## config.mk

```make
export PLATFORM = sky130hd
export DESIGN_NAME = snes_input_top
export DESIGN_NICKNAME = d
export VERILOG_FILES = /design/src/snes_pkg.sv /design/src/snes_poll_timer.sv /design/src/snes_pad_reader.sv /design/src/pad_write_arbiter.sv /design/src/pad_state_regs.sv /design/src/snes_input_top.sv
export VERILOG_INCLUDE_DIRS = /design/src /design/src/src
export SDC_FILE = /design/constraint.sdc
export NUM_CORES = 1
export LEC_CHECK = 0
export BUFFER_PORTS_ARGS = -buffer_cell sky130_fd_sc_hd__buf_2
export CAP_MARGIN = 25
export CORE_MARGIN = 8
export CORE_UTILIZATION = 67
export CTS_CLUSTER_SIZE = 16
export DETAILED_ROUTE_END_ITERATION = 8
export GPL_ROUTABILITY_DRIVEN = 0
export HOLD_SLACK_MARGIN = 0.15
export PLACE_DENSITY = 0.86
export RECOVER_POWER = 25
export SLEW_MARGIN = 20
export SYNTH_ARGS = -nofsm -noshare
export SYNTH_HDL_FRONTEND = slang
export SYNTH_HIERARCHICAL = 1
export SYNTH_SLANG_ARGS = --single-unit
export TNS_END_PERCENT = 50
```

## constraint.sdc

```tcl
create_clock -name clk_50 -period 3.4 [get_ports clk_50]
set_input_delay 0.17 -clock clk_50 [delete_from_list [all_inputs] [get_ports clk_50]]
set_output_delay 0.17 -clock clk_50 [all_outputs]
set_load 0.02 [all_outputs]
```

## src/snes_cfg.svh

```systemverilog
`ifndef SNES_CFG_SVH
`define SNES_CFG_SVH

// number of controller ports
`define SNES_NUM_PORTS 2

// latch high time and post-frame tail, 12 us at 50 MHz
`define SNES_LATCH_CYCLES 600

// serial clock low time and high time, 6 us each
`define SNES_HALF_CYCLES 300

// serial bits clocked per frame
`define SNES_FRAME_BITS 16

// poll period, must be longer than one whole frame
`define SNES_POLL_CYCLES 12000

`endif

```

## src/snes_pkg.sv

```systemverilog
package snes_pkg;

	// button word in the preferred order, msb first
	// sel x bl br | start y a b | right left down up
	typedef struct packed {
		logic sel;
		logic x;
		logic bl;
		logic br;
		logic start;
		logic y;
		logic a;
		logic b;
		logic right;
		logic left;
		logic down;
		logic up;
	} pad_buttons_t;

	// one entry on the shared register-file write port
	typedef struct packed {
		logic         port;
		pad_buttons_t buttons;
	} pad_write_t;

	// what the host sees for one port
	typedef struct packed {
		logic         changed;
		pad_buttons_t buttons;
	} pad_status_t;

endpackage

```

## src/snes_poll_timer.sv

```systemverilog
`timescale 1ns/10ps
`include "snes_cfg.svh"

module snes_poll_timer
(
	input  logic clk_50,
	input  logic arst_n,
	input  logic enable,
	input  logic pads_idle,
	output logic start
);

	localparam int CNT_W = $clog2(`SNES_POLL_CYCLES);
	localparam logic [CNT_W-1:0] CNT_LAST = CNT_W'(`SNES_POLL_CYCLES - 1);

	logic [CNT_W-1:0] cnt_q;
	logic             period_end;

	assign period_end = enable && (cnt_q == CNT_LAST);

	always_ff @(posedge clk_50 or negedge arst_n)
	begin
		if (!arst_n)
		begin
			cnt_q <= '0;
			start <= 1'b0;
		end
		else
		begin
			// counter restarts while disabled
			if (!enable || period_end)
				cnt_q <= '0;
			else
				cnt_q <= cnt_q + 1'b1;
			// skip this period if a reader is still busy
			start <= period_end && pads_idle;
		end
	end

endmodule

```

## src/snes_pad_reader.sv

```systemverilog
`timescale 1ns/10ps
`include "snes_cfg.svh"

module snes_pad_reader
#(
	parameter int PORT = 0
)
(
	input  logic                 clk_50,
	input  logic                 arst_n,
	input  logic                 start,
	input  logic                 data_in_snes,
	input  logic                 wr_gnt,
	output logic                 latch_snes,
	output logic                 clk_snes,
	output logic                 idle,
	output logic                 wr_req,
	output snes_pkg::pad_write_t wr_data
);

	localparam int DLY_W     = $clog2(`SNES_LATCH_CYCLES);
	localparam int BIT_W     = $clog2(`SNES_FRAME_BITS);
	localparam int KEEP_BITS = $bits(snes_pkg::pad_buttons_t);

	// one-hot state bit positions
	localparam int ST_IDLE   = 0;
	localparam int ST_LATCH  = 1;
	localparam int ST_CLK_LO = 2;
	localparam int ST_CLK_HI = 3;
	localparam int ST_TAIL   = 4;
	localparam int ST_WAIT   = 5;

	localparam logic [DLY_W-1:0] LATCH_LOAD = DLY_W'(`SNES_LATCH_CYCLES - 1);
	localparam logic [DLY_W-1:0] HALF_LOAD  = DLY_W'(`SNES_HALF_CYCLES - 1);
	localparam logic [BIT_W-1:0] LAST_BIT   = BIT_W'(`SNES_FRAME_BITS - 1);

	logic [5:0]           state_q;
	logic [DLY_W-1:0]     dly_q;
	logic [BIT_W-1:0]     bit_q;
	logic [KEEP_BITS-1:0] sh_q;
	logic                 dly_done;
	logic                 fall_cycle;
	snes_pkg::pad_buttons_t btn;

	assign dly_done = (dly_q == '0);

	// first cycle with the serial clock low
	assign fall_cycle = state_q[ST_CLK_LO] && (dly_q == HALF_LOAD);

	// pins and handshake straight from the state bits
	assign latch_snes = state_q[ST_LATCH];
	assign clk_snes   = ~state_q[ST_CLK_LO];
	assign idle       = state_q[ST_IDLE];
	assign wr_req     = state_q[ST_WAIT];

	always_ff @(posedge clk_50 or negedge arst_n)
	begin
		if (!arst_n)
		begin
			state_q <= 6'(1) << ST_IDLE;
			dly_q   <= '0;
			bit_q   <= '0;
		end
		else
		begin
			case (1'b1)
				state_q[ST_IDLE]:
				begin
					bit_q <= '0;
					if (start)
					begin
						state_q <= 6'(1) << ST_LATCH;
						dly_q   <= LATCH_LOAD;
					end
				end
				state_q[ST_LATCH]:
				begin
					dly_q <= dly_q - 1'b1;
					if (dly_done)
					begin
						state_q <= 6'(1) << ST_CLK_LO;
						dly_q   <= HALF_LOAD;
					end
				end
				state_q[ST_CLK_LO]:
				begin
					dly_q <= dly_q - 1'b1;
					if (dly_done)
					begin
						state_q <= 6'(1) << ST_CLK_HI;
						dly_q   <= HALF_LOAD;
					end
				end
				state_q[ST_CLK_HI]:
				begin
					dly_q <= dly_q - 1'b1;
					if (dly_done)
					begin
						if (bit_q == LAST_BIT)
						begin
							state_q <= 6'(1) << ST_TAIL;
							dly_q   <= LATCH_LOAD;
							bit_q   <= '0;
						end
						else
						begin
							state_q <= 6'(1) << ST_CLK_LO;
							dly_q   <= HALF_LOAD;
							bit_q   <= bit_q + 1'b1;
						end
					end
				end
				state_q[ST_TAIL]:
				begin
					dly_q <= dly_q - 1'b1;
					if (dly_done)
					begin
						state_q <= 6'(1) << ST_WAIT;
					end
				end
				state_q[ST_WAIT]:
				begin
					// hold the request until the arbiter takes it
					if (wr_gnt)
					begin
						state_q <= 6'(1) << ST_IDLE;
					end
				end
				default:
				begin
					state_q <= 6'(1) << ST_IDLE;
					dly_q   <= '0;
					bit_q   <= '0;
				end
			endcase
		end
	end

	// shift in lsb first, the trailing four bits are not kept
	always_ff @(posedge clk_50)
	begin
		if (fall_cycle && (bit_q < BIT_W'(KEEP_BITS)))
		begin
			sh_q <= {data_in_snes, sh_q[KEEP_BITS-1:1]};
		end
	end

	// wire order b y sel start up down left right a x bl br
	always_comb
	begin
		btn.b     = sh_q[0];
		btn.y     = sh_q[1];
		btn.sel   = sh_q[2];
		btn.start = sh_q[3];
		btn.up    = sh_q[4];
		btn.down  = sh_q[5];
		btn.left  = sh_q[6];
		btn.right = sh_q[7];
		btn.a     = sh_q[8];
		btn.x     = sh_q[9];
		btn.bl    = sh_q[10];
		btn.br    = sh_q[11];
	end

	// shift register is frozen from the tail on, so this stays steady
	assign wr_data.port    = 1'(PORT);
	assign wr_data.buttons = btn;

endmodule

```

## src/pad_write_arbiter.sv

```systemverilog
`timescale 1ns/10ps
`include "snes_cfg.svh"

module pad_write_arbiter
(
	input  logic                        clk_50,
	input  logic                        arst_n,
	input  logic [`SNES_NUM_PORTS-1:0]  req,
	input  snes_pkg::pad_write_t        req_data [`SNES_NUM_PORTS],
	output logic [`SNES_NUM_PORTS-1:0]  gnt,
	output logic                        wr_en,
	output snes_pkg::pad_write_t        wr_data
);

	// port that won the last grant
	logic last_q;

	always_comb
	begin
		gnt = req;
		// on contention favour the one not served last
		if (req[0] && req[1])
		begin
			if (last_q)
				gnt = 2'b01;
			else
				gnt = 2'b10;
		end
	end

	assign wr_en   = |gnt;
	assign wr_data = gnt[1] ? req_data[1] : req_data[0];

	always_ff @(posedge clk_50 or negedge arst_n)
	begin
		if (!arst_n)
		begin
			// port 0 goes first after reset
			last_q <= 1'b1;
		end
		else if (wr_en)
		begin
			last_q <= gnt[1];
		end
	end

endmodule

```

## src/pad_state_regs.sv

```systemverilog
`timescale 1ns/10ps
`include "snes_cfg.svh"

module pad_state_regs
(
	input  logic                  clk_50,
	input  logic                  arst_n,
	input  logic                  wr_en,
	input  snes_pkg::pad_write_t  wr_data,
	input  logic                  rd_port,
	input  logic                  rd_strobe,
	output snes_pkg::pad_status_t rd_data,
	output logic                  upd_valid,
	output logic                  upd_port
);

	snes_pkg::pad_buttons_t           btn_q [`SNES_NUM_PORTS];
	logic [`SNES_NUM_PORTS-1:0]       chg_q;

	always_ff @(posedge clk_50 or negedge arst_n)
	begin
		if (!arst_n)
		begin
			for (int p = 0; p < `SNES_NUM_PORTS; p++)
			begin
				btn_q[p] <= '0;
			end
			chg_q     <= '0;
			upd_valid <= 1'b0;
			upd_port  <= 1'b0;
		end
		else
		begin
			for (int p = 0; p < `SNES_NUM_PORTS; p++)
			begin
				if (wr_en && (wr_data.port == 1'(p)))
				begin
					// write beats a same-cycle read strobe
					btn_q[p] <= wr_data.buttons;
					if (wr_data.buttons != btn_q[p])
						chg_q[p] <= 1'b1;
				end
				else if (rd_strobe && (rd_port == 1'(p)))
				begin
					chg_q[p] <= 1'b0;
				end
			end
			upd_valid <= wr_en;
			if (wr_en)
				upd_port <= wr_data.port;
		end
	end

	// host read, no register in the path
	assign rd_data.changed = chg_q[rd_port];
	assign rd_data.buttons = btn_q[rd_port];

endmodule

```

## src/snes_input_top.sv

```systemverilog
`timescale 1ns/10ps
`include "snes_cfg.svh"

module snes_input_top
(
	input  logic                        clk_50,
	input  logic                        arst_n,
	input  logic                        poll_en,
	input  logic [`SNES_NUM_PORTS-1:0]  data_in_snes,
	input  logic                        rd_port,
	input  logic                        rd_strobe,
	output logic [`SNES_NUM_PORTS-1:0]  latch_snes,
	output logic [`SNES_NUM_PORTS-1:0]  clk_snes,
	output snes_pkg::pad_status_t       rd_data,
	output logic                        upd_valid,
	output logic                        upd_port
);

	logic                       start;
	logic [`SNES_NUM_PORTS-1:0] pad_idle;
	logic [`SNES_NUM_PORTS-1:0] wr_req;
	logic [`SNES_NUM_PORTS-1:0] wr_gnt;
	snes_pkg::pad_write_t       req_data [`SNES_NUM_PORTS];
	logic                       wr_en;
	snes_pkg::pad_write_t       wr_data;

	// no new frame until every reader is back in idle
	wire pads_idle = &pad_idle;

	snes_poll_timer u_poll_timer
	(
		.clk_50    (clk_50),
		.arst_n    (arst_n),
		.enable    (poll_en),
		.pads_idle (pads_idle),
		.start     (start)
	);

	for (genvar i = 0; i < `SNES_NUM_PORTS; i++)
	begin : g_reader
		snes_pad_reader #(.PORT(i)) u_reader
		(
			.clk_50       (clk_50),
			.arst_n       (arst_n),
			.start        (start),
			.data_in_snes (data_in_snes[i]),
			.wr_gnt       (wr_gnt[i]),
			.latch_snes   (latch_snes[i]),
			.clk_snes     (clk_snes[i]),
			.idle         (pad_idle[i]),
			.wr_req       (wr_req[i]),
			.wr_data      (req_data[i])
		);
	end

	pad_write_arbiter u_arbiter
	(
		.clk_50   (clk_50),
		.arst_n   (arst_n),
		.req      (wr_req),
		.req_data (req_data),
		.gnt      (wr_gnt),
		.wr_en    (wr_en),
		.wr_data  (wr_data)
	);

	pad_state_regs u_state_regs
	(
		.clk_50    (clk_50),
		.arst_n    (arst_n),
		.wr_en     (wr_en),
		.wr_data   (wr_data),
		.rd_port   (rd_port),
		.rd_strobe (rd_strobe),
		.rd_data   (rd_data),
		.upd_valid (upd_valid),
		.upd_port  (upd_port)
	);

endmodule

```

[Word-level counts from Yosys, hierarchy flattened]
Index checks and enable logic that the tools add are counted.
Word-level totals
  flip-flop bits (word level): 108
  input bits: 7
  output and inout port bits: 19
  logic and storage cells: 200
Operators by class
  add/subtract/negate cells: 5
  $lt $le $gt $ge: 4
  equality and inequality tests: 29
  muxes and demuxes: 75
  bitwise operators: 5
  reduce and logical (&&, ||, !) cells: 33
Operators with widths (number)
  two-way mux 10 bit: 19
  two-way mux 6 bit: 23
  two-way mux 4 bit: 16
  two-way mux 12 bit: 3
  inequality test 3 bit (second input constant): 12
  inequality test 12 bit: 2
  == test 10 x 9 -> 1 bit (second input constant): 2
  logical NOT 10 bit: 2
  AND reduction 5 bit: 4
  subtractor 10 x 1 -> 10 bit (second input constant): 2
  inequality test 2 bit (second input constant): 8
  adder 14 x 1 -> 14 bit (second input constant): 1
  == test 14 bit (second input constant): 1
  two-way mux 14 bit: 1
  AND reduction 2 bit: 7
  two-way mux 13 bit: 1
  inequality test 6 bit (second input constant): 2
  logical AND 1 bit: 11
  two-way mux 5 bit: 2
  adder 4 x 1 -> 4 bit (second input constant): 2
  == test 4 bit (second input constant): 2
  less-than comparator 4 bit (second input constant): 2
  two-way mux 1 bit: 8
  AND reduction 4 bit: 2
  other kinds (10): 16

[Longest topological paths before layout]
Gate-level depths: netlist of the first run.
  word-level depth: 9
  depth in mapped cells: 7
  depth with buffers taken out: 6

[By module]
Netlist of the first run, hierarchy kept.
Modules (own cells, without submodules)
  snes_pad_reader: times used 2, cells each 169, area each 1819.2 sq um, seq. area each 862.1 sq um
  pad_state_regs: times used 1, cells each 111, area each 1497.7 sq um, seq. area each 700.7 sq um
  snes_poll_timer: times used 1, cells each 73, area each 739.5 sq um, seq. area each 375.4 sq um
  pad_write_arbiter: times used 1, cells each 21, area each 271.5 sq um, seq. area each 26.3 sq um
  snes_input_top: times used 1, cells each 1, area each 6.3 sq um, seq. area each 0.0 sq um

[Least setup slack after synthesis of the first run]
No wires, ideal clock.
  path kind: register -> register
  start: register g_reader[0].u_reader.dly_q[4]
  end: register g_reader[0].u_reader.sh_q[0], enable pin
  setup time: 396 ps
  arrival time: 1817 ps
  required time: 3004 ps
  path slack: 1187 ps
  stages on the path, launching flop included: 5
  path buffers: 1
  period minus slack after synthesis: 2213 ps
  cell sequence: dfrtp_1 > buf_2 > nor3_1 > nand4b_1 > nor3_1
On the way
  longest elaborated chain between the ends: 3
RTL lines
  start, declared: line snes_pad_reader.sv:38  | logic [DLY_W-1:0] dly_q;
  start signal, assigned: line snes_pad_reader.sv:78  | dly_q <= dly_q - 1'b1;
  start signal, assigned: line snes_pad_reader.sv:87  | dly_q <= dly_q - 1'b1;
  start signal, assigned: line snes_pad_reader.sv:96  | dly_q <= dly_q - 1'b1;
  == test 10 x 9 -> 1 bit: line snes_pad_reader.sv:48  | assign fall_cycle = state_q[ST_CLK_LO] && (dly_q == HALF_LOAD);
  logical AND 1 bit: line snes_pad_reader.sv:48
  logical AND 1 bit: line snes_pad_reader.sv:142  | if (fall_cycle && (bit_q < BIT_W'(KEEP_BITS)))
  end signal, assigned: line snes_pad_reader.sv:144  | sh_q <= {data_in_snes, sh_q[KEEP_BITS-1:1]};
  end, declared: line snes_pad_reader.sv:40  | logic [KEEP_BITS-1:0] sh_q;
Every way passes these cells.
A chain may end at the register's enable or synchronous reset.

==> flow_metrics.py, run 1 <==
metrics = {
    "pwr": {
        "leakage_nw": 2.73,
        "netSwitchingPower_uw": 478,
        "p_per_area_nw_per_um2": 328,
        "seqPwrFrac_pct": 62.9,
        "pwr-share-clk_pct": 34.8,
        "internal_power_mw": 1.63,
        "combPwrFrac_pct": 2.3,
        "report.power.total_mw": 2.11,
        "switching_share_pct": 22.7,
        "ir_worst_vdd_mv": 0.243,
    },
    "die": {
        "core_um2": 9060,
        "die_area_um2": 12500,
        "core.rowCount": 35,
        "floorplan.initialDensity_pct": 67.9,
        "die_h_um": 112,
        "io_pins": 26,
        "fp.dieW_um": 112,
    },
    "critical_path": {
        "critPathArrivalTime_ns": 2.60,
        "crit_path_max_fanout": 15,
        "reg2regPathDepth": 6,
        "critPathCaptureType": "register",
        "crit_type": "reg2reg",
        "r2r_setup_slack_ns": 1.05,
        "start_kind": "register",
        "required_ns": 3.65,
        "rr_endpoint": "u_state_regs/chg_q[1]$_DFFE_PN0P_",
        "timing.rr.start": "g_reader[1].u_reader/state_q[5]$_DFFE_PN0P_",
    },
    "cts": {
        "clkLatencyLatePin_ns": 0.37,
        "clkTransAtPathRegs_ns": 0.10,
        "htree_levels": 3,
        "ctsRootBufferMaster": "clkbuf_8",
        "post_cts_buffers": 0,
        "cts_tree": "yes",
        "clockBufferDepth": 2,
        "cts_sinks": 108,
        "numCtsBuffers": 9,
    },
    "logic_synthesis": {
        "synth_cells": 544,
        "synth_area_um2": 6150,
        "synth_cell_types": 67,
        "yosysSeqAreaShare_pct": 45.9,
        "synth_ff_type": "dfrtp_1",
        "synth_edf_count": 24,
        "async_flop_share_pct": 77.8,
        "synth.avg_cell_area_um2": 11.3,
        "yosys_warnings": 6,
        "synth_nets": 561,
        "ys_seq_elements": 108,
    },
    "finish": {
        "nNetsFinal": 571,
        "layout_common_cells": "dfrtp_1 (81), nor2_1 (36), edfxtp_1 (24), buf_2 (24), mux2_2 (24)",
        "n_antenna_cell": 0,
        "multiInputGateArea_um2": 3000,
        "area_growth_pct": 4.68,
        "regArea_um2": 2830,
        "layout-drive-gt1-share_pct": 20.4,
        "nFillCells": 600,
        "layout_commonest_cell": "dfrtp_1",
    },
    "run": {
        "maxCapViolations": 1,
    },
    "hold_path": {
        "hold_end": "u_state_regs/chg_q[1]$_DFFE_PN0P_",
        "hold_path.class": "in2reg",
        "hold_depth": 4,
        "min_from": "rd_port",
    },
    "run_status": {
        "status": "finished, violations left",
        "violations": "max-capacitance violations, max-slew violations",
    },
    "sta": {
        "setup_viol": 0,
        "worst_pin_slew_ns": 1.60,
        "fmax_mhz": 426,
        "fin_crit_sh_pct": 69.1,
        "slew_headroom_pct": -6.38,
        "fin_crit_ns": 2.35,
        "rsz0062_at_grt": "false",
        "fin_worst_skew_ns": 0.0102,
        "hold_violations": 0,
        "setup_tns_ns": 0,
        "slew_viol_final": 26,
    },
    "detailed_routing": {
        "drc": 0,
        "firstDrtPassIters": 4,
        "wl_per_cell_um": 19.1,
        "drt_iter0_drc": 285,
        "totalWireLength_mm": 12.8,
        "avgViaCountPerCell": 6.63,
        "drtAntennaViolNets": 0,
        "vias": 4445,
    },
    "global_route": {
        "grt-ovfl-total": 0,
        "antenna_found_initial": 0,
        "grt_usage_pct": 21.5,
        "grt_max_degree": 60,
        "grt_pass1_vias": 4439,
        "grt_pass1_wl_mm": 22.2,
    },
    "place": {
        "io_buffer_count": 25,
        "place.detailed.hpwl_mm": 8.91,
    },
}
[power groups by stage]
stage / Sequential, mW / Combinational (mW) / Clock, mW
6_report: 1.33 / 0.0493 / 0.734
5_1_grt: 1.33 / 0.0569 / 0.796
4_1_cts: 1.33 / 0.0511 / 0.754
3_5_place_dp: 1.35 / 0.0470 / 0
3_3_place_gp: 1.35 / 0.0416 / 0
2_1_floorplan: 1.35 / 0.0186 / 0
[metrics by stage]
step                instances  hold WS [ns]  utilization, %  worst slack, ns  area (µm²)
finish                    670         0.336            71.1             1.05        6440
global route              670         0.364            71.1            0.962        6440
CTS                       670         0.260            71.1             1.09        6440
detailed placement        649         0.116            68.6             1.09        6220
global placement          648         0.351            68.3             1.26        6190
floorplan                 544        -0.126               -             1.19        6150
[worst max-delay path, cell delays in order (launching register included)]
cell      delay (ns)
dfrtp_1         0.52
a21boi_4        0.60
mux2_2          0.46
xnor2_1         0.19
nand4_1         0.12
nor3_1          0.21
a32oi_1         0.12
[flip-flops by register name, summed over array words and instances, names as in the netlist]
register,cells
g_reader.u_reader/sh_q,24
u_state_regs/btn_q,24
g_reader.u_reader/dly_q,20
u_poll_timer/cnt_q,14
g_reader.u_reader/state_q,12
g_reader.u_reader/bit_q,8
u_state_regs/chg_q,2
u_arbiter/last_q,1
u_poll_timer/start,1
u_state_regs/upd_port,1
u_state_regs/upd_valid,1
[cell usage after synthesis, drive strengths merged, types with 10 or more instances]
library cell   n  area share [%]
buf           32             4.0
dfrtp         81              33
xnor2         19             2.7
edfxtp        24              12
nand2         23             1.4
o21ai         12             1.2
a21oi         15             1.3
nand4         15             1.5
xor2          17             2.4
mux2          50              10
nor2          36             2.2
nor3          25             2.4
inv           21             1.3
ha            10             2.0
nand3         23             1.9
nor4          16             2.3
[kinds of logic after synthesis]
kind of cell	Yosys count	share of synthesized area (%)
xor gates and xnor gates	36	5.12
and+or+nand+nor	183	17.5
other	2	0.122
muxes	50	10.2
DFF	108	45.9
adders and majority gates	10	2.03
AOI/OAI and AO/OA	100	13.6
buffers and inverters	55	5.41
[layer usage]
metal | global-route usage, % | routed length, µm | up-vias | part of all wire [%]
li1 | - | - | 2062 | -
met1 | 27.5 | 5670 | 2217 | 44
met2 | 35.9 | 6210 | 150 | 48
met3 | 4.98 | 786 | 16 | 6.1
met4 | 5.56 | 139 | 0 | 1.1
met5 | 0 | 0 | - | 0
[how the worst max path moves through the flow]
stage	start	end	slack [ns]
global placement	g_reader[1].u_reader/state_q[5]$_DFFE_PN0P_	u_state_regs/chg_q[1]$_DFFE_PN0P_	1.26
global route	g_reader[1].u_reader/state_q[5]$_DFFE_PN0P_	u_state_regs/chg_q[1]$_DFFE_PN0P_	0.96
CTS	g_reader[1].u_reader/state_q[5]$_DFFE_PN0P_	u_state_regs/chg_q[1]$_DFFE_PN0P_	1.09
detailed placement	g_reader[1].u_reader/state_q[5]$_DFFE_PN0P_	u_state_regs/chg_q[1]$_DFFE_PN0P_	1.09
floorplan	g_reader[0].u_reader/dly_q[4]$_DFFE_PN0P_	g_reader[0].u_reader/sh_q[0]$_DFFE_PP_	1.19
finish	g_reader[1].u_reader/state_q[5]$_DFFE_PN0P_	u_state_regs/chg_q[1]$_DFFE_PN0P_	1.05
[timing repair]
action,CTS,global route
hold endpoints to repair,88,0
hold buffers,5,0
gates resized for setup,0,0
[layout make-up]
type / instances / area share, %
timing repair buffer: 33 / 3.36
clock buffer: 12 / 2.25
multi-input combinational: 381 / 46.6
inverter: 21 / 1.22
sequential: 108 / 43.9
clock inverter: 4 / 0.486
tap: 111 / 2.16
Note: power is estimated with default switching activity, not from simulation.
==> run 2: changes to the inputs <==
- CORE_UTILIZATION: 67 -> 56
- PLACE_DENSITY: 0.86 -> 0.76
- clock period: 3.4 -> 2.02 ns (I/O delays scaled with it)
==> run 2 against run 1 <==
  * The flow now finishes without violations
  * Clock-buffer cell count shrank 3
  * Fmax rose by 21%
  * Die area rose by 17%
  * First-iteration DRC count up 0.35%
  * Wire length grew 6.2%
  * Highest routed layer unchanged
  * Sequential power rose by 68%
  * Critical path type unchanged
  * Cell count is 10% higher
  * Via count grew 3.3%
  * Combinational power up 69%
  * Clock power is 110% higher
  * Setup slack got worse by 0.97 ns
  * Largest cell class unchanged
==> flow_metrics.py, run 2 (same netlist as run 1, synthesis figures left out) <==
metrics = {
    "critical_path": {
        "crit_path_max_fanout": 9,
        "slowest_delay_ns": 0.60,
        "cp_num_buf_inv": 0,
        "critPathCaptureType": "register",
        "cp_slowest_cell": "or4_1",
        "critPathArrivalTime_ns": 2.25,
        "crit_type": "reg2reg",
        "crit_chain": "or4_1 > nor4_1 > a2111oi_0 > a221oi_2",
        "required_ns": 2.33,
        "crit_family": "simple AND/OR/NAND/NOR gates",
        "start_kind": "register",
    },
    "sta": {
        "hold_violations": 0,
        "setup_viol": 0,
        "worst_pin_slew_ns": 1.21,
        "slew_viol_final": 0,
        "rsz0062_at_grt": "true",
        "fin_worst_skew_ns": 0.0107,
        "holdWs_ns": 0.278,
        "slew_headroom_pct": 19.3,
        "fin_crit_sh_pct": 96.2,
        "worst_slack_ns": 0.0764,
        "fin_crit_ns": 1.94,
        "fmax_mhz": 514,
    },
    "die": {
        "fp.dieW_um": 121,
        "floorplan.initialDensity_pct": 57.0,
        "die_area_um2": 14600,
        "core_um2": 10800,
        "core.rowCount": 38,
        "die_h_um": 121,
        "io_pins": 26,
    },
    "pwr": {
        "seqPwrFrac_pct": 57.6,
        "pwr-share-clk_pct": 40.2,
        "switching_share_pct": 23.0,
        "ir_worst_vdd_mv": 0.591,
        "p_per_area_nw_per_um2": 562,
        "leakage_nw": 2.98,
        "internal_power_mw": 2.98,
        "netSwitchingPower_uw": 890,
        "combPwrFrac_pct": 2.2,
    },
    "cts": {
        "clockBufferDepth": 2,
        "htree_levels": 3,
        "numCtsBuffers": 9,
        "cts_tree": "yes",
        "clkTransAtPathRegs_ns": 0.11,
        "ctsRootBufferMaster": "clkbuf_8",
        "cts_sinks": 108,
        "clkLatencyLatePin_ns": 0.39,
    },
    "finish": {
        "regArea_um2": 2830,
        "nNetsFinal": 611,
        "layout_commonest_cell": "dfrtp_1",
        "n_antenna_cell": 0,
        "area_growth_pct": 12.1,
        "nFillCells": 814,
        "instances_no_fill": 739,
        "multiInputGateArea_um2": 3040,
        "layout_common_cells": "dfrtp_1 (81), buf_4 (40), nor2_1 (36)",
        "layout-drive-gt1-share_pct": 27.0,
        "reg.largest.list": "g_reader.u_reader/sh_q (24), u_state_regs/btn_q (24), g_reader.u_reader/dly_q (20)",
    },
    "global_route": {
        "grt-ovfl-total": 0,
        "antenna_found_initial": 0,
        "grt_pass1_wl_mm": 22.5,
        "grt_pass1_vias": 4567,
        "grt_usage_pct": 19.2,
        "grt_max_degree": 46,
    },
    "detailed_routing": {
        "drc": 0,
        "firstDrtPassIters": 5,
        "totalWireLength_mm": 13.6,
        "wl_per_cell_um": 18.4,
        "drtAntennaViolNets": 0,
        "vias": 4590,
        "avgViaCountPerCell": 6.21,
        "drt_iter0_drc": 286,
    },
    "place": {
        "io_buffer_count": 25,
        "pre_cts_ws_ns": 0.0914,
        "place.detailed.hpwl_mm": 9.58,
        "dp_cells": 716,
    },
    "hold_path": {
        "hold_path.class": "in2reg",
    },
    "run": {
        "maxCapViolations": 0,
    },
    "run_status": {
        "status": "complete, no violations",
    },
}
==> run 2: cell count changes in the layout (fill, tap and decap cells not counted), moves of 2 or more <==
cell	previous run	this run
xnor2_2	0	2
bufinv_16	0	2
xnor2_1	19	17
buf_4	2	40
inv_8	0	2
clkbuf_1	3	1
buf_12	0	3
==> run 2: path summary, 6_finish.rpt <==
kind / startpoint / end / slack, ns / cells past startpoint
max in group asynchronous: arst_n / g_reader[0].u_reader/state_q[0]$_DFF_PN1_ / 0.63 / 3
setup / recovery: g_reader[1].u_reader/dly_q[3]$_DFFE_PN0P_ / g_reader[1].u_reader/dly_q[9]$_DFFE_PN0P_ / 0.08 / 4
hold reg to reg: g_reader[0].u_reader/sh_q[4]$_DFFE_PP_ / g_reader[0].u_reader/sh_q[3]$_DFFE_PP_ / 0.46 / 0
setup reg to reg: g_reader[1].u_reader/dly_q[3]$_DFFE_PN0P_ / g_reader[1].u_reader/dly_q[9]$_DFFE_PN0P_ / 0.08 / 4
hold / removal: rd_port / u_state_regs/chg_q[1]$_DFFE_PN0P_ / 0.28 / 4
min in group asynchronous: arst_n / g_reader[1].u_reader/state_q[2]$_DFFE_PN0P_ / 0.48 / 2
==> run 2: power by group through the flow <==
| stage | registers (mW) | logic, mW | clock network [mW] |
|---|---|---|---|
| 2_1_floorplan | 2.28 | 0.0313 | 0 |
| 3_3_place_gp | 2.28 | 0.0777 | 0 |
| 3_5_place_dp | 2.28 | 0.0797 | 0 |
| 4_1_cts | 2.23 | 0.0876 | 1.60 |
| 5_1_grt | 2.23 | 0.0974 | 1.68 |
| 6_report | 2.23 | 0.0835 | 1.56 |
==> run 2: worst reg2reg max path, stage by stage (launching register included) <==
cell,delay [ns]
dfrtp_1,0.47
or4_1,0.60
nor4_1,0.34
a2111oi_0,0.17
a221oi_2,0.29
==> run 2: final cells by class <==
cell class / instances / share of cell area (%)
well taps: 140 / 2.54
clock inverters: 7 / 1.69
inverters: 21 / 1.14
repair buffers: 73 / 7.74
multi-input cells: 381 / 44.1
clock buffers: 9 / 1.80
flip-flops and latches: 108 / 41.0
==> run 2: repair_timing <==
action | 4_1_cts | 5_1_grt
endpoints found under the setup margin | 0 | 8
hold endpoints to repair | 91 | 0
resized for setup | 0 | 7
hold buffers | 5 | 0
setup buffers | 0 | 2
==> run 2: routing by layer <==
layer / vias to the layer above / global-route usage (%) / part of all wire [%]
met5: - / 0 / 0
li1: 2143 / - / -
met4: 0 / 6.01 / 1.7
met2: 128 / 32.3 / 50
met3: 23 / 4.76 / 4.9
met1: 2296 / 23.7 / 43
==> run 2: through the flow <==
| step | TNS [ns] | utilization (%) | instance area, µm² | power, mW |
|---|---|---|---|---|
| global route | -0.000844 | 63.9 | 6900 | 4.02 |
| floorplan | -2.31 | - | 6160 | 2.31 |
| global placement | 0 | 60.7 | 6550 | 2.35 |
| finish | 0 | 63.9 | 6900 | 3.88 |
| CTS | 0 | 63.4 | 6840 | 3.92 |
| detailed placement | 0 | 60.7 | 6550 | 2.36 |
==> run 3: changes to the inputs <==
- ABC_AREA: unset -> 1
==> run 3 against run 2 <==
  * Die area increased by 2.8%
  * Combinational power rose by 0.7%
  * Hold slack improved by 0.070 ns
  * Clock skew down 0.0048 ns
  * Largest power group unchanged
  * Sequential power is essentially flat
  * Critical endpoint is now u_state_regs/chg_q[1]$_DFFE_PN0P_
  * Critical path type unchanged
  * Largest cell class unchanged
  * Highest routed layer unchanged
  * Power increased by 3.3%
==> flow_metrics.py, run 3 <==
metrics = {
    "logic_synthesis": {
        "yosys.area.top_type": "dfrtp_1",
        "async_flop_share_pct": 77.8,
        "synth_cell_types": 41,
        "yosys_warnings": 6,
        "yosysMostFrequentCell": "nand2_1",
        "ys_top_cells_by_area": "dfrtp_1 (32%), nand2_1 (14%), edfxtp_1 (11%)",
        "yosysTopAreaCellShare_pct": 31.9,
        "ys_seq_elements": 108,
        "synth_area_um2": 6350,
        "synth.avg_cell_area_um2": 7.88,
        "synth_ff_type": "dfrtp_1",
        "synth_cells": 806,
        "synth_nets": 823,
        "synth_edf_count": 24,
        "yosysSeqAreaShare_pct": 44.5,
        "synth_common_cells": "nand2_1 (229), inv_1 (87), dfrtp_1 (81)",
    },
    "cts": {
        "clkLatencyLatePin_ns": 0.36,
        "numCtsBuffers": 9,
        "cts_hold_buf": 5,
        "ctsRootBufferMaster": "clkbuf_16",
        "post_cts_resized": 0,
        "post_cts_buffers": 0,
        "cts_sinks": 108,
        "htree_levels": 3,
        "clkTransAtPathRegs_ns": 0.07,
        "cts_tree": "yes",
        "clockBufferDepth": 2,
    },
    "sta": {
        "hold_violations": 0,
        "holdWs_ns": 0.348,
        "setup_tns_ns": 0,
        "rsz0062_at_grt": "false",
        "worst_slack_ns": 0.210,
        "setup_viol": 0,
        "fin_crit_sh_pct": 89.6,
        "fin_worst_skew_ns": 0.00599,
        "worst_pin_slew_ns": 0.938,
        "fmax_mhz": 552,
        "slew_headroom_pct": 37.4,
        "slew_viol_final": 0,
        "fin_crit_ns": 1.81,
    },
    "place": {
        "dp_cells": 962,
        "io_buffer_count": 25,
        "pre_cts_ws_ns": 0.264,
        "place.detailed.hpwl_mm": 9.98,
    },
    "hold_path": {
        "hold_path.class": "in2reg",
        "hold_depth": 6,
    },
    "critical_path": {
        "critPathArrivalTime_ns": 2.06,
        "crit_path_max_fanout": 14,
        "reg2regPathDepth": 11,
        "start_kind": "register",
        "required_ns": 2.27,
        "critPathCaptureType": "register",
        "crit_type": "reg2reg",
    },
    "run_status": {
        "status": "complete, no violations",
    },
    "global_route": {
        "grt_pass1_wl_mm": 24.2,
        "antenna_found_initial": 0,
        "grt_max_degree": 51,
        "grt-ovfl-total": 0,
        "grt_pass1_vias": 5347,
        "grt_usage_pct": 20.0,
    },
    "finish": {
        "layout-drive-gt1-share_pct": 15.5,
        "layout_commonest_cell": "nand2_1",
        "instances_no_fill": 983,
        "layout_common_cells": "nand2_1 (229), inv_1 (87), dfrtp_1 (81)",
        "reg.largest.list": "g_reader.u_reader/sh_q (24), u_state_regs/btn_q (24), g_reader.u_reader/dly_q (20)",
        "n_antenna_cell": 0,
        "area_growth_pct": 8.76,
        "nNetsFinal": 852,
    },
    "detailed_routing": {
        "wl_per_cell_um": 14.0,
        "avgViaCountPerCell": 5.38,
        "drtAntennaViolNets": 0,
        "vias": 5293,
        "drt_iter0_drc": 502,
        "firstDrtPassIters": 5,
        "totalWireLength_mm": 13.8,
        "drc": 0,
    },
    "run": {
        "maxCapViolations": 0,
    },
    "pwr": {
        "p_per_area_nw_per_um2": 579,
        "ir_worst_vdd_mv": 0.574,
        "leakage_nw": 3.32,
    },
    "die": {
        "fp.dieW_um": 123,
        "core_um2": 11200,
        "die_area_um2": 15000,
        "floorplan.initialDensity_pct": 56.6,
        "core.rowCount": 39,
        "io_pins": 26,
        "die_h_um": 123,
    },
}
## run 3: cells by family after synthesis
family	after synthesis	share of synthesized area (%)
AOI/OAI and AO/OA	100	8.92
xor gates and xnor gates	25	3.45
other	2	0.118
and+or+nand+nor	438	32.3
buffers and inverters	123	8.76
adders and majority gates	10	1.97
DFF	108	44.5
## run 3: area by class of cell
type                    count  area (µm²)
repair buffers             38         272
well taps                 143         179
inverters                 103         387
clock inverters             7        51.3
multi-input cells         575        2970
fillers                   998        4310
flip-flops and latches    108        2830
clock buffers               9         225
## run 3: metal layers
metal / vias to the layer above / routed length [µm] / track usage (%) / part of all wire (%)
met3: 26 / 687 / 4.60 / 5.0
li1: 2625 / - / - / -
met2: 135 / 6790 / 33.7 / 49
met5: - / 0 / 0 / 0
met1: 2507 / 6010 / 24.7 / 44
met4: 0 / 272 / 7.24 / 2.0
## run 3: stage by stage
| step | power (mW) | util (%) | cell area (µm²) |
|---|---|---|---|
| after global placement | 2.35 | 58.7 | 6590 |
| final | 4.00 | 61.6 | 6910 |
| after CTS | 4.05 | 61.6 | 6910 |
| after detailed placement | 2.36 | 58.7 | 6590 |
| after global routing | 4.14 | 61.6 | 6910 |
| after floorplan | 2.31 | - | 6350 |
## run 3: report_power, final
group	leakage [nW]	switching (mW)	internal, mW
clock network	0.134	0.841	0.844
registers	1.37	0.00704	2.22
logic	1.82	0.0607	0.0234
## run 3: final timing paths
path                                                             start                                         to  slack, ns
worst max-delay path                      u_arbiter/last_q$_DFFE_PN1P_          u_state_regs/chg_q[1]$_DFFE_PN0P_       0.21
worst min-delay path                                           rd_port          u_state_regs/chg_q[1]$_DFFE_PN0P_       0.35
worst max register to register            u_arbiter/last_q$_DFFE_PN1P_          u_state_regs/chg_q[1]$_DFFE_PN0P_       0.21
worst min register to register  g_reader[0].u_reader/sh_q[2]$_DFFE_PP_     g_reader[0].u_reader/sh_q[1]$_DFFE_PP_       0.46
max in group asynchronous                                       arst_n  g_reader[0].u_reader/state_q[0]$_DFF_PN1_       0.77
min in group asynchronous                                       arst_n  g_reader[1].u_reader/bit_q[1]$_DFFE_PN0P_       0.42
## run 3: worst max-delay path, cell delays in order (launching register included)
cell     delay, ns
dfstp_2       0.55
nand2_2       0.17
nand2_4       0.21
nand2_1       0.07
nand2_1       0.13
inv_1         0.09
nand2_1       0.07
nand2_1       0.06
nor2_1        0.10
nand2_1       0.06
nor2_1        0.13
a21oi_2       0.06
